## src/hw/frontend_pkg.sv

```systemverilog
package frontend_pkg;

    // counter table geometry
    // pc bits [PC_INDEX_WIDTH+2:3] select one counter per 8-byte bundle
    localparam int PC_INDEX_WIDTH = 8;
    localparam int COUNTER_ENTRIES = 1 << PC_INDEX_WIDTH;

    // fetch queue geometry
    // depth must stay a power of two, pointers wrap naturally
    localparam int QUEUE_DEPTH = 8;
    localparam int QUEUE_PTR_WIDTH = $clog2(QUEUE_DEPTH);
    // one extra bit so a full queue is distinct from an empty one
    localparam int QUEUE_CNT_WIDTH = QUEUE_PTR_WIDTH + 1;

    // unconditional jumps, matched on inst[31:27]
    localparam logic [4:0] OP_UNCOND_A = 5'b01010;
    localparam logic [4:0] OP_UNCOND_B = 5'b01001;

    // pc-relative conditional branches
    // first on inst[31:27], second on inst[31:28]
    localparam logic [4:0] OP_PCREL_A = 5'b01011;
    localparam logic [3:0] OP_PCREL_B = 4'b0110;

    // register-indirect jump, matched on inst[31:26]
    // note this also hits OP_UNCOND_B on the upper five bits
    localparam logic [5:0] OP_INDIRECT = 6'b010011;

    // 2-bit saturating counter states
    localparam logic [1:0] CTR_MIN = 2'b00;
    localparam logic [1:0] CTR_WEAK_NT = 2'b01;
    localparam logic [1:0] CTR_MAX = 2'b11;

    // branch class, encodings as used by the predecoder
    typedef enum logic [1:0] {
        NONE     = 2'b00,
        UNCOND   = 2'b01,
        PCREL    = 2'b10,
        INDIRECT = 2'b11
    } btype_e;

    // one entry of the fetch queue
    // inst0 sits at pc, inst1 at pc+4
    typedef struct packed {
        logic [31:0] pc;
        logic [31:0] inst0;
        logic [31:0] inst1;
    } fetch_bundle_t;

    // predecoder result for the head bundle
    typedef struct packed {
        // slot 1 in the upper position
        btype_e [1:0]              slot_btype;
        btype_e                    bundle_btype;
        logic [PC_INDEX_WIDTH-1:0] index;
    } predecode_t;

    // training info from the branch unit
    typedef struct packed {
        logic [PC_INDEX_WIDTH-1:0] index;
        logic                      taken;
    } resolve_t;

endpackage

```

## src/hw/fetch_queue.sv

```systemverilog
module fetch_queue (
    input  logic                       clk,
    input  logic                       rst_n,
    input  logic                       push,
    input  frontend_pkg::fetch_bundle_t push_bundle,
    input  logic                       pop,
    output frontend_pkg::fetch_bundle_t head_bundle,
    output logic                       head_valid,
    output logic                       full
);
    import frontend_pkg::*;

    // bundle storage, no reset on payload
    fetch_bundle_t mem [QUEUE_DEPTH];

    // write and read pointers
    logic [QUEUE_PTR_WIDTH-1:0] wr_ptr;
    logic [QUEUE_PTR_WIDTH-1:0] rd_ptr;

    // number of stored bundles, 0 .. QUEUE_DEPTH
    logic [QUEUE_CNT_WIDTH-1:0] count;

    // qualified strobes
    logic push_en;
    logic pop_en;

    // status levels straight off the count
    assign head_valid = (count != '0);
    assign full = (count == QUEUE_CNT_WIDTH'(QUEUE_DEPTH));

    // a push while full is dropped so the stored bundles survive
    assign push_en = push && !full;
    // a pop on an empty queue is ignored
    assign pop_en = pop && head_valid;

    // head is read directly from the array
    assign head_bundle = mem[rd_ptr];

    // payload write
    always_ff @(posedge clk) begin
        if (push_en) begin
            mem[wr_ptr] <= push_bundle;
        end
    end

    // pointer and occupancy update
    always_ff @(posedge clk or negedge rst_n) begin
        if (!rst_n) begin
            wr_ptr <= '0;
            rd_ptr <= '0;
            count <= '0;
        end else begin
            if (push_en) begin
                wr_ptr <= wr_ptr + 1'b1;
            end
            if (pop_en) begin
                rd_ptr <= rd_ptr + 1'b1;
            end
            // push and pop together leave the count alone
            case ({push_en, pop_en})
                2'b10: begin
                    count <= count + 1'b1;
                end
                2'b01: begin
                    count <= count - 1'b1;
                end
                default: begin
                    count <= count;
                end
            endcase
        end
    end

    // fetch stage must respect back-pressure
    a_no_push_when_full : assert property (
        @(posedge clk) disable iff (!rst_n)
        push |-> !full
    ) else $error("fetch_queue: push while full");

    // consumer must only pop a valid head
    a_no_pop_when_empty : assert property (
        @(posedge clk) disable iff (!rst_n)
        pop |-> head_valid
    ) else $error("fetch_queue: pop while empty");

endmodule

```

## src/hw/fifo_predecoder.sv

```systemverilog
module fifo_predecoder (
    input  frontend_pkg::fetch_bundle_t head_bundle,
    output frontend_pkg::predecode_t    predecode
);
    import frontend_pkg::*;

    // per-slot classes
    btype_e inst0_btype;
    btype_e inst1_btype;
    // combined class for the bundle
    btype_e bundle_btype;
    // counter table index
    logic [PC_INDEX_WIDTH-1:0] inst_index;

    // classify one instruction word
    // indirect is tested first, its opcode lies inside OP_UNCOND_B
    function automatic btype_e classify_slot(input logic [31:0] inst);
        btype_e cls;
        if (inst[31:26] == OP_INDIRECT) begin
            cls = INDIRECT;
        end else if ((inst[31:27] == OP_UNCOND_A) || (inst[31:27] == OP_UNCOND_B)) begin
            cls = UNCOND;
        end else if ((inst[31:27] == OP_PCREL_A) || (inst[31:28] == OP_PCREL_B)) begin
            cls = PCREL;
        end else begin
            cls = NONE;
        end
        return cls;
    endfunction

    // same decoder for both slots
    assign inst0_btype = classify_slot(head_bundle.inst0);
    assign inst1_btype = classify_slot(head_bundle.inst1);

    // bundle class
    always_comb begin
        if (inst1_btype != NONE) begin
            // slot 1 wins whenever it branches
            bundle_btype = inst1_btype;
        end else if (head_bundle.pc[2]) begin
            // pc at upper word, slot 0 not part of this fetch
            bundle_btype = NONE;
        end else if (inst0_btype == INDIRECT) begin
            bundle_btype = INDIRECT;
        end else begin
            // other slot 0 branches are not reported
            bundle_btype = NONE;
        end
    end

    // bits 2:0 are the offset inside the bundle
    assign inst_index = head_bundle.pc[PC_INDEX_WIDTH+2:3];

    // pack the result
    assign predecode.slot_btype[1] = inst1_btype;
    assign predecode.slot_btype[0] = inst0_btype;
    assign predecode.bundle_btype = bundle_btype;
    assign predecode.index = inst_index;

endmodule

```

## src/hw/branch_counter_table.sv

```systemverilog
module branch_counter_table (
    input  logic                    clk,
    input  logic                    rst_n,
    input  frontend_pkg::predecode_t predecode,
    input  logic                    resolve,
    input  frontend_pkg::resolve_t  resolve_info,
    output logic                    predict_taken
);
    import frontend_pkg::*;

    // one 2-bit counter per index
    logic [1:0] ctr_q [COUNTER_ENTRIES];

    // counter under training and its next value
    logic [1:0] ctr_res;
    logic [1:0] ctr_res_next;

    // counter at the head bundle index
    logic [1:0] ctr_head;

    assign ctr_res = ctr_q[resolve_info.index];
    assign ctr_head = ctr_q[predecode.index];

    // saturating step
    always_comb begin
        if (resolve_info.taken) begin
            ctr_res_next = (ctr_res == CTR_MAX) ? CTR_MAX : ctr_res + 2'd1;
        end else begin
            ctr_res_next = (ctr_res == CTR_MIN) ? CTR_MIN : ctr_res - 2'd1;
        end
    end

    // table update
    // all counters start weakly not-taken
    always_ff @(posedge clk or negedge rst_n) begin
        if (!rst_n) begin
            for (int i = 0; i < COUNTER_ENTRIES; i++) begin
                ctr_q[i] <= CTR_WEAK_NT;
            end
        end else if (resolve) begin
            ctr_q[resolve_info.index] <= ctr_res_next;
        end
    end

    // direction per bundle class
    always_comb begin
        case (predecode.bundle_btype)
            UNCOND: begin
                predict_taken = 1'b1;
            end
            INDIRECT: begin
                predict_taken = 1'b1;
            end
            PCREL: begin
                // msb of the counter is the taken guess
                predict_taken = ctr_head[1];
            end
            default: begin
                predict_taken = 1'b0;
            end
        endcase
    end

    // saturated counter must not wrap to strongly not-taken
    a_sat_high : assert property (
        @(posedge clk) disable iff (!rst_n)
        (resolve && resolve_info.taken && (ctr_res == CTR_MAX))
        |=> (ctr_q[$past(resolve_info.index)] == CTR_MAX)
    ) else $error("branch_counter_table: counter wrapped above 11");

    // and not wrap upward from the bottom
    a_sat_low : assert property (
        @(posedge clk) disable iff (!rst_n)
        (resolve && !resolve_info.taken && (ctr_res == CTR_MIN))
        |=> (ctr_q[$past(resolve_info.index)] == CTR_MIN)
    ) else $error("branch_counter_table: counter wrapped below 00");

endmodule

```

## src/hw/fetch_frontend.sv

```systemverilog
module fetch_frontend (
    input  logic                       clk,
    input  logic                       rst_n,
    // fetch stage side
    input  logic                       push,
    input  frontend_pkg::fetch_bundle_t push_bundle,
    // decode side
    input  logic                       pop,
    // branch unit training
    input  logic                       resolve,
    input  frontend_pkg::resolve_t     resolve_info,
    // back-pressure to fetch
    output logic                       full,
    // head of the queue plus its predecode and prediction
    output logic                       out_valid,
    output frontend_pkg::fetch_bundle_t out_bundle,
    output frontend_pkg::predecode_t   out_predecode,
    output logic                       predict_taken
);
    import frontend_pkg::*;

    // head bundle from the queue
    fetch_bundle_t head_bundle;
    // classification of the head
    predecode_t head_predecode;

    // bundle buffer between fetch and decode
    fetch_queue i_fetch_queue (
        .clk         (clk),
        .rst_n       (rst_n),
        .push        (push),
        .push_bundle (push_bundle),
        .pop         (pop),
        .head_bundle (head_bundle),
        .head_valid  (out_valid),
        .full        (full)
    );

    // classify the head bundle
    fifo_predecoder i_fifo_predecoder (
        .head_bundle (head_bundle),
        .predecode   (head_predecode)
    );

    // direction prediction and training
    branch_counter_table i_branch_counter_table (
        .clk           (clk),
        .rst_n         (rst_n),
        .predecode     (head_predecode),
        .resolve       (resolve),
        .resolve_info  (resolve_info),
        .predict_taken (predict_taken)
    );

    assign out_bundle = head_bundle;
    assign out_predecode = head_predecode;

endmodule

```

## config.mk

```make
export PLATFORM = sky130hd
export DESIGN_NAME = fetch_frontend
export DESIGN_NICKNAME = d
export VERILOG_FILES = /design/src/hw/frontend_pkg.sv /design/src/hw/fetch_queue.sv /design/src/hw/fifo_predecoder.sv /design/src/hw/branch_counter_table.sv /design/src/hw/fetch_frontend.sv
export SDC_FILE = /design/constraint.sdc
export NUM_CORES = 2
export LEC_CHECK = 0
export BUFFER_PORTS_ARGS = -buffer_cell sky130_fd_sc_hd__buf_2
export CORE_MARGIN = 2
export CORE_UTILIZATION = 45
export DETAILED_ROUTE_END_ITERATION = 10
export GPL_ROUTABILITY_DRIVEN = 0
export PLACE_DENSITY = 0.66
export RECOVER_POWER = 25
export SLEW_MARGIN = 30
export SYNTH_ARGS = -nofsm -noshare
export SYNTH_HDL_FRONTEND = slang
export SYNTH_SLANG_ARGS = --single-unit
```

## constraint.sdc

```tcl
create_clock -name clk -period 25 [get_ports clk]
set_input_delay 5 -clock clk [delete_from_list [all_inputs] [get_ports clk]]
set_output_delay 5 -clock clk [all_outputs]
set_load 0.01 [all_outputs]
```

; After elaboration in Yosys (flattened, before gate mapping)
; Memory sizes are Yosys's and may differ from the RTL's.
; Cells that the tools add are included.
[op_classes]
order_cmp = 3
bitwise = 2
n_addsub = 6
reduce_logical = 13
eq_ne = 18
mux = 25
[op_table]
columns = operator, count
row1 = $bwmux W512, 1
row2 = $mux W2, 17
row3 = $bmux W2 S8, 2
row4 = $eq A5 B4 Y1 const B, 6
row5 = $ge A9 B9 Y1 const B, 2
row6 = $not A8 Y9, 2
row7 = $demux W2 S8, 1
row8 = $eq A6 B5 Y1 const B, 2
row9 = $eq A2 B2 Y1 const B, 5
row10 = $lt A9 B1 Y1 const B, 1
row11 = $eq A4 B3 Y1 const B, 2
row12 = $pmux W4 S2, 1
row13 = $add A3 B1 Y3 const B, 2
row14 = $add A4 B1 Y4 const B, 1
row15 = $eq A2 B1 Y1 const B, 2
row16 = $eq A4 B4 Y1 const B, 1
row17 = $logic_or A1 B1 Y1, 4
row18 = $reduce_bool A2 Y1, 2
row19 = $reduce_bool A4 Y1, 1
row20 = $sub A4 B1 Y4 const B, 1
row21 = $logic_and A1 B1 Y1, 3
row22 = $add A2 B1 Y2 const B, 1
row23 = $logic_not A2 Y1, 1
row24 = $mux W1, 2
row25 = 4 further kinds, 4
[totals]
inputBits = 110
word_cells = 327
memories = 1
ramBits = 768
register_bits = 522
output_inout_bits = 113
[mem_list]
columns = name, depth, word_bits, rd, rd_ports_with_merged_regs, wr, line
row1 = i_fetch_queue.mem, 8, 96, 1, 0, 1, fetch_queue.sv:14  ; fetch_bundle_t mem [QUEUE_DEPTH];

; Longest topological paths before layout
; An unclocked memory read counts as a cell.
[logic_depth]
ltp_word = 13
depth_mapped = 15
mapped_depth_nobuf = 11

; Modules after synthesis
; Synthesis repeated with hierarchy kept, for this count alone.
[hier_totals]
cells_unflattened = 3672
hier_area_um2 = 56102.6
[by_module_without_submodules]
columns = mod, area_each_um2, seq_area_each_um2, instances, cells_each
row1 = fetch_queue, 29460.8, 23312.4, 1, 1174
row2 = branch_counter_table, 26451.6, 13132.6, 1, 2475
row3 = fifo_predecoder, 190.2, 0.0, 1, 23

; Worst setup path after synthesis
; Ideal clock, no wire load.
[synth_path]
kind = input-to-reg
from = input push
to = memory i_fetch_queue.mem[0][0] (netlist bit) (enable)
required_time_ns = 24.332
n_path_buf = 0
path_stages = 3
path_slack_ns = 12.526
setup_ns = 0.668
arrival_ns = 11.806
path_cell_list = and2_1 nand2b_1 nor3_1
[synth_between]
elab_chain_cells = 3
[synth_lines]
columns = item, line
row1 = start: declaration, fetch_frontend.sv:5  ; input logic push,
row2 = $logic_and A1 B1 Y1, fetch_queue.sv:32  ; assign push_en = push && !full;
row3 = $mux W1, fetch_queue.sv:41  ; if (push_en) begin
row4 = $mux W1 (implied by the code), fetch_queue.sv:42  ; mem[wr_ptr] <= push_bundle;
row5 = end: declaration, fetch_queue.sv:14
; No other way between the ends.

; Worst setup path in the final report
[layout_path]
from = register i_fetch_queue.rd_ptr[0]
to = output predict_taken
[layout_between]
elab_chain_cells = 13
word_cells_on_any_way = 35
cone_classes = eq/ne (14) / mux (13) / bitwise (1) / reduce/logical (6) / memory (1)
[layout_lines]
columns = item, line
row1 = start: declaration, fetch_queue.sv:18  ; logic [QUEUE_PTR_WIDTH-1:0] rd_ptr;
row2 = start signal: assignment, fetch_queue.sv:57  ; rd_ptr <= rd_ptr + 1'b1;
row3 = $mem_v2 Z8 W96 *, --
row4 = $eq A5 B4 Y1 or $eq A4 B3 Y1 (tied branches), fifo_predecoder.sv:23  ; end else if ((inst[31:27] == OP_PCREL_A) || (inst[31:28] == OP_PCREL_B)) begin
row5 = $logic_or A1 B1 Y1, fifo_predecoder.sv:23
row6 = $mux W2, fifo_predecoder.sv:23
row7 = $mux W2, fifo_predecoder.sv:21  ; end else if ((inst[31:27] == OP_UNCOND_A) || (inst[31:27] == OP_UNCOND_B)) begin
row8 = $mux W2, fifo_predecoder.sv:19  ; if (inst[31:26] == OP_INDIRECT) begin
row9 = $eq A2 B2 Y1, fifo_predecoder.sv:43  ; end else if (inst0_btype == INDIRECT) begin
row10 = $mux W2, fifo_predecoder.sv:43
row11 = $mux W2, fifo_predecoder.sv:40  ; end else if (head_bundle.pc[2]) begin
row12 = $mux W2, fifo_predecoder.sv:37  ; if (inst1_btype != NONE) begin
row13 = $eq A2 B1 Y1 or $eq A2 B2 Y1 (tied branches), branch_counter_table.sv:47  ; case (predecode.bundle_btype)
row14 = $reduce_or A2 Y1 (no source line), --
row15 = $pmux W1 S2 *, branch_counter_table.sv:47
row16 = end: declaration, fetch_frontend.sv:18  ; output logic predict_taken
; Mark *: on every way between the ends. The rest lies on a longest branch, timed or not. The select of a mux whose other input is x is not followed.

==> impl_results.md <==
- Status: finished clean
- Port Buffers: 222
- Max Clk Rate: 88.1 MHz
- Gr ovfl total: 0
- Post-Synthesis Net Count: 3,950
- Critical Path Fanout Max: 60
- Vias in the first global route: 34,000
- Nets@finish: 4,155
- Dpl hpwl: 79.6 mm
- Largest net degree at the start of global routing: 112
- R2R setup slack: 20.08 ns
- Launching point of the worst reg2reg path: i_branch_counter_table.ctr_q[97]
- CTS H-tree depth: 4
- Area Overhead vs Synth: 13.2%
- Worst endpoint required time: 20.00 ns
- Filler cells: 9,999
- Setup TNS: 0 ns
- Clk_lat worst skew: 0.77 ns
- Yosys cell types: 50
- R2r endpoint: i_branch_counter_table.ctr_q[460]
- Root buf cell: clkbuf_16
- Die area: 125,000 sq um
- Post-synthesis xor/xnor area fraction: 0.00143
- Largest family of logic cells by synthesized area: multiplexers
- Crit share post-route: 0.454
- Mux share of post-synthesis cell area: 0.170
- IO Pins: 223
- Max-cap violations: 0
- First-pass GRT wire length: 212 mm
- Pleak: 21.3 nW
- DRC: 0
- Avg Cell Area, Syn: 14.4 sq um
- Synthesis warning total: 0
- Reg area: 36,500 sq um
- HP Class: reg2reg
- CTS tree: done
- Complex-gate fraction of the synthesized area: 0.0566
- Synth Instances: 3,834
- Setup crit end kind: primary output
- Via-to-Cell Ratio: 5.76
- Least-Margin Pin Slew: 0.928 ns
- Setup bufs post-CTS: 0
- Avg WL per Cell: 23.8 um
- Synth Area in Adders: 0.00170
- Finished layout cell area: 62,400 sq um
- Worst vdd ir: 0.000106 V
- Arrival time at the worst endpoint: 6.36 ns
- Placed Cells: 5,525
- 1st-iter DRT viols: 3,200
- Slew Limit Headroom: 0.379
- Tmin final: 11.36 ns
- Final setup viols: 0
- Clock Tree Buf Depth: 3
- Routed WL: 137 mm
- Drt pass-1 iters: 7
- Clock sinks: 1,290
- Syn Std Cell Area: 55,100 sq um
- # rows: 128
- CTS Hold Buffers Added: 0
- Hold Crit Depth: 2
- RSZ-0062 raised after global routing: false
- Non-Filler Instances: 5,780
- Synthesis-stage register bit count: 1,290
- Initial antenna violation count: 21
- Clock transition at the registers of the reported paths: 0.06 ns
- Num CTS Buffers: 137
- Die Ht: 354 um
- Pwr per Cell Area: 105 nW/um^2
- Core area: 122,000 sq um
- Antenna Violating Nets Remaining: 0
- Final clock skew: 0.0309 ns
- Final-report hold violation count: 0
- Die width: 354 um
- Simple-gate share of the synthesized area: 0.0875
- Post-CTS sizing: 0
- Area occupied by multi-input gates: 17,700 sq um
- Final core occ: 0.513
- Layout cells sized above 1: 0.274
- Via count: 33,300
- HP Start: i_branch_counter_table.ctr_q[298]
- Slew Viols, Final: 0
- Starting Density: 0.453
- Hold Path Sink: i_branch_counter_table.ctr_q[298]
- Cell Area, Placed: 58,000 sq um
- Setup CP Type: reg2out
- Seq/Total Area, Yosys: 0.662
- CP startpoint kind: register
- Gr usage total: 0.222
- Reg2reg path depth: 9
Yosys cell counts, drive strengths merged:
library cell / n / area (sq um)
nor3b: 1 / 7.51
xnor2: 7 / 61.3
edfxtp: 768 / 23100
mux4: 354 / 7970
a31oi: 8 / 50.1
a21o: 3 / 22.5
nor3: 19 / 95.1
dfstp: 256 / 6730
mux2i: 40 / 400
ha: 5 / 62.6
clkinv: 2 / 7.51
nand2: 993 / 3730
xor2: 2 / 17.5
inv: 17 / 63.8
a22oi: 7 / 52.6
dfrtp: 266 / 6660
o211ai: 2 / 15.0
nor4b: 1 / 8.76
clkbuf: 120 / 453
a311o: 2 / 20.0
nand4: 33 / 206
a222oi: 2 / 20.0
maj3: 1 / 11.3
and2: 2 / 12.5
nor2b: 4 / 25.0
buf: 115 / 643
nor4: 1 / 6.26
o21bai: 1 / 7.51
a41oi: 4 / 35.0
a21oi: 9 / 48.8
mux2: 88 / 991
nor2: 50 / 188
a211oi: 4 / 30.0
a311oi: 2 / 17.5
fa: 1 / 20.0
nand3b: 6 / 45.0
nand2b: 15 / 93.8
a32oi: 22 / 193
or2: 1 / 6.26
o21ai: 520 / 2600
o22ai: 1 / 6.26
nand3: 78 / 390
or3: 1 / 6.26
worst max-delay path: stages, from the launching register on:
cell and delay [ns]:
dfrtp_4 0.82, mux4_2 0.61, mux2i_4 0.14, buf_4 0.67, inv_4 0.42, buf_4 0.40, buf_4 0.42, mux2i_1 0.21
a32oi_1 0.30, nand4_1 0.21, a41oi_1 0.31, o21ai_0 0.13, nand2_1 0.16, a311o_1 0.45, buf_2 0.21
area by class of cell:
cell class / instances / share of cell area
tap: 1625 / 0.0326
clock inverter: 61 / 0.00987
clock buffer: 191 / 0.0615
sequential: 1290 / 0.584
multi-input combinational: 2290 / 0.283
inverter: 19 / 0.00118
timing repair buffer: 301 / 0.0271
antenna: 3 / 0.000120
cells in the final DEF, fill, tap and decap left out, types with 66 or more instances in the layout:
| cell type | instances |
|---|---|
| buf_2 | 129 |
| dfstp_2 | 256 |
| clkbuf_16 | 140 |
| mux4_2 | 354 |
| nand3_1 | 78 |
| mux2_2 | 88 |
| clkbuf_1 | 127 |
| buf_4 | 66 |
| dfrtp_1 | 263 |
| o21ai_0 | 140 |
| edfxtp_1 | 768 |
| nand2_1 | 993 |
| o21ai_1 | 377 |
worst max-delay path by stage:
| stage | slack, ns | to | depth (start not counted) | startpoint |
|---|---|---|---|---|
| 5_1_grt | 13.45 | predict_taken | 14 | i_fetch_queue.rd_ptr[0] |
| 4_1_cts | 13.70 | predict_taken | 14 | i_fetch_queue.rd_ptr[0] |
| 6_report | 13.64 | predict_taken | 14 | i_fetch_queue.rd_ptr[0] |
| 2_1_floorplan | 12.53 | i_fetch_queue.mem[0][0] | 3 | push |
| 3_3_place_gp | 13.23 | i_branch_counter_table.ctr_q[231] | 12 | resolve_info[1] |
| 3_5_place_dp | 13.26 | i_branch_counter_table.ctr_q[306] | 12 | resolve_info[1] |
cell families after synthesis:
| group | after synthesis |
|---|---|
| flip-flops | 1290 |
| AND/OR/NAND/NOR | 1205 |
| AO/OA/AOI/OAI | 587 |
| multiplexers | 482 |
| buffers and inverters | 254 |
| XOR/XNOR | 9 |
| adder cells (fa/ha/maj) | 7 |
per-stage QoR:
stage               hold WS, ns  setup WS, ns  total power (W)
global placement          0.448         13.23          0.00455
detailed placement        0.452         13.26          0.00457
global route              0.470         13.45          0.00679
floorplan                 0.442         12.53          0.00386
CTS                       0.461         13.70          0.00658
finish                    0.458         13.64          0.00653
layer usage:
metal / vias to the layer above / GRT usage / share of wire
met4: 30 / 0.0807 / 0.033
met3: 327 / 0.0564 / 0.084
met2: 1226 / 0.350 / 0.47
li1: 14800 / - / -
met5: - / 0 / 0.0013
met1: 16900 / 0.301 / 0.41
state kept, by name, indices dropped and copies added, names as in the netlist:
name	count
i_branch_counter_table.ctr_q	512
i_fetch_queue.wr_ptr	3
i_fetch_queue.rd_ptr	3
i_fetch_queue.mem	768
i_fetch_queue.count	4
where the power goes:
group | total (W) | internal (W) | switching, W
Clock | 0.00200 | 0.00116 | 0.000848
Sequential | 0.00261 | 0.00251 | 0.0000932
Combinational | 0.00192 | 0.000734 | 0.00119
Note: power is estimated with default switching activity, not from simulation.
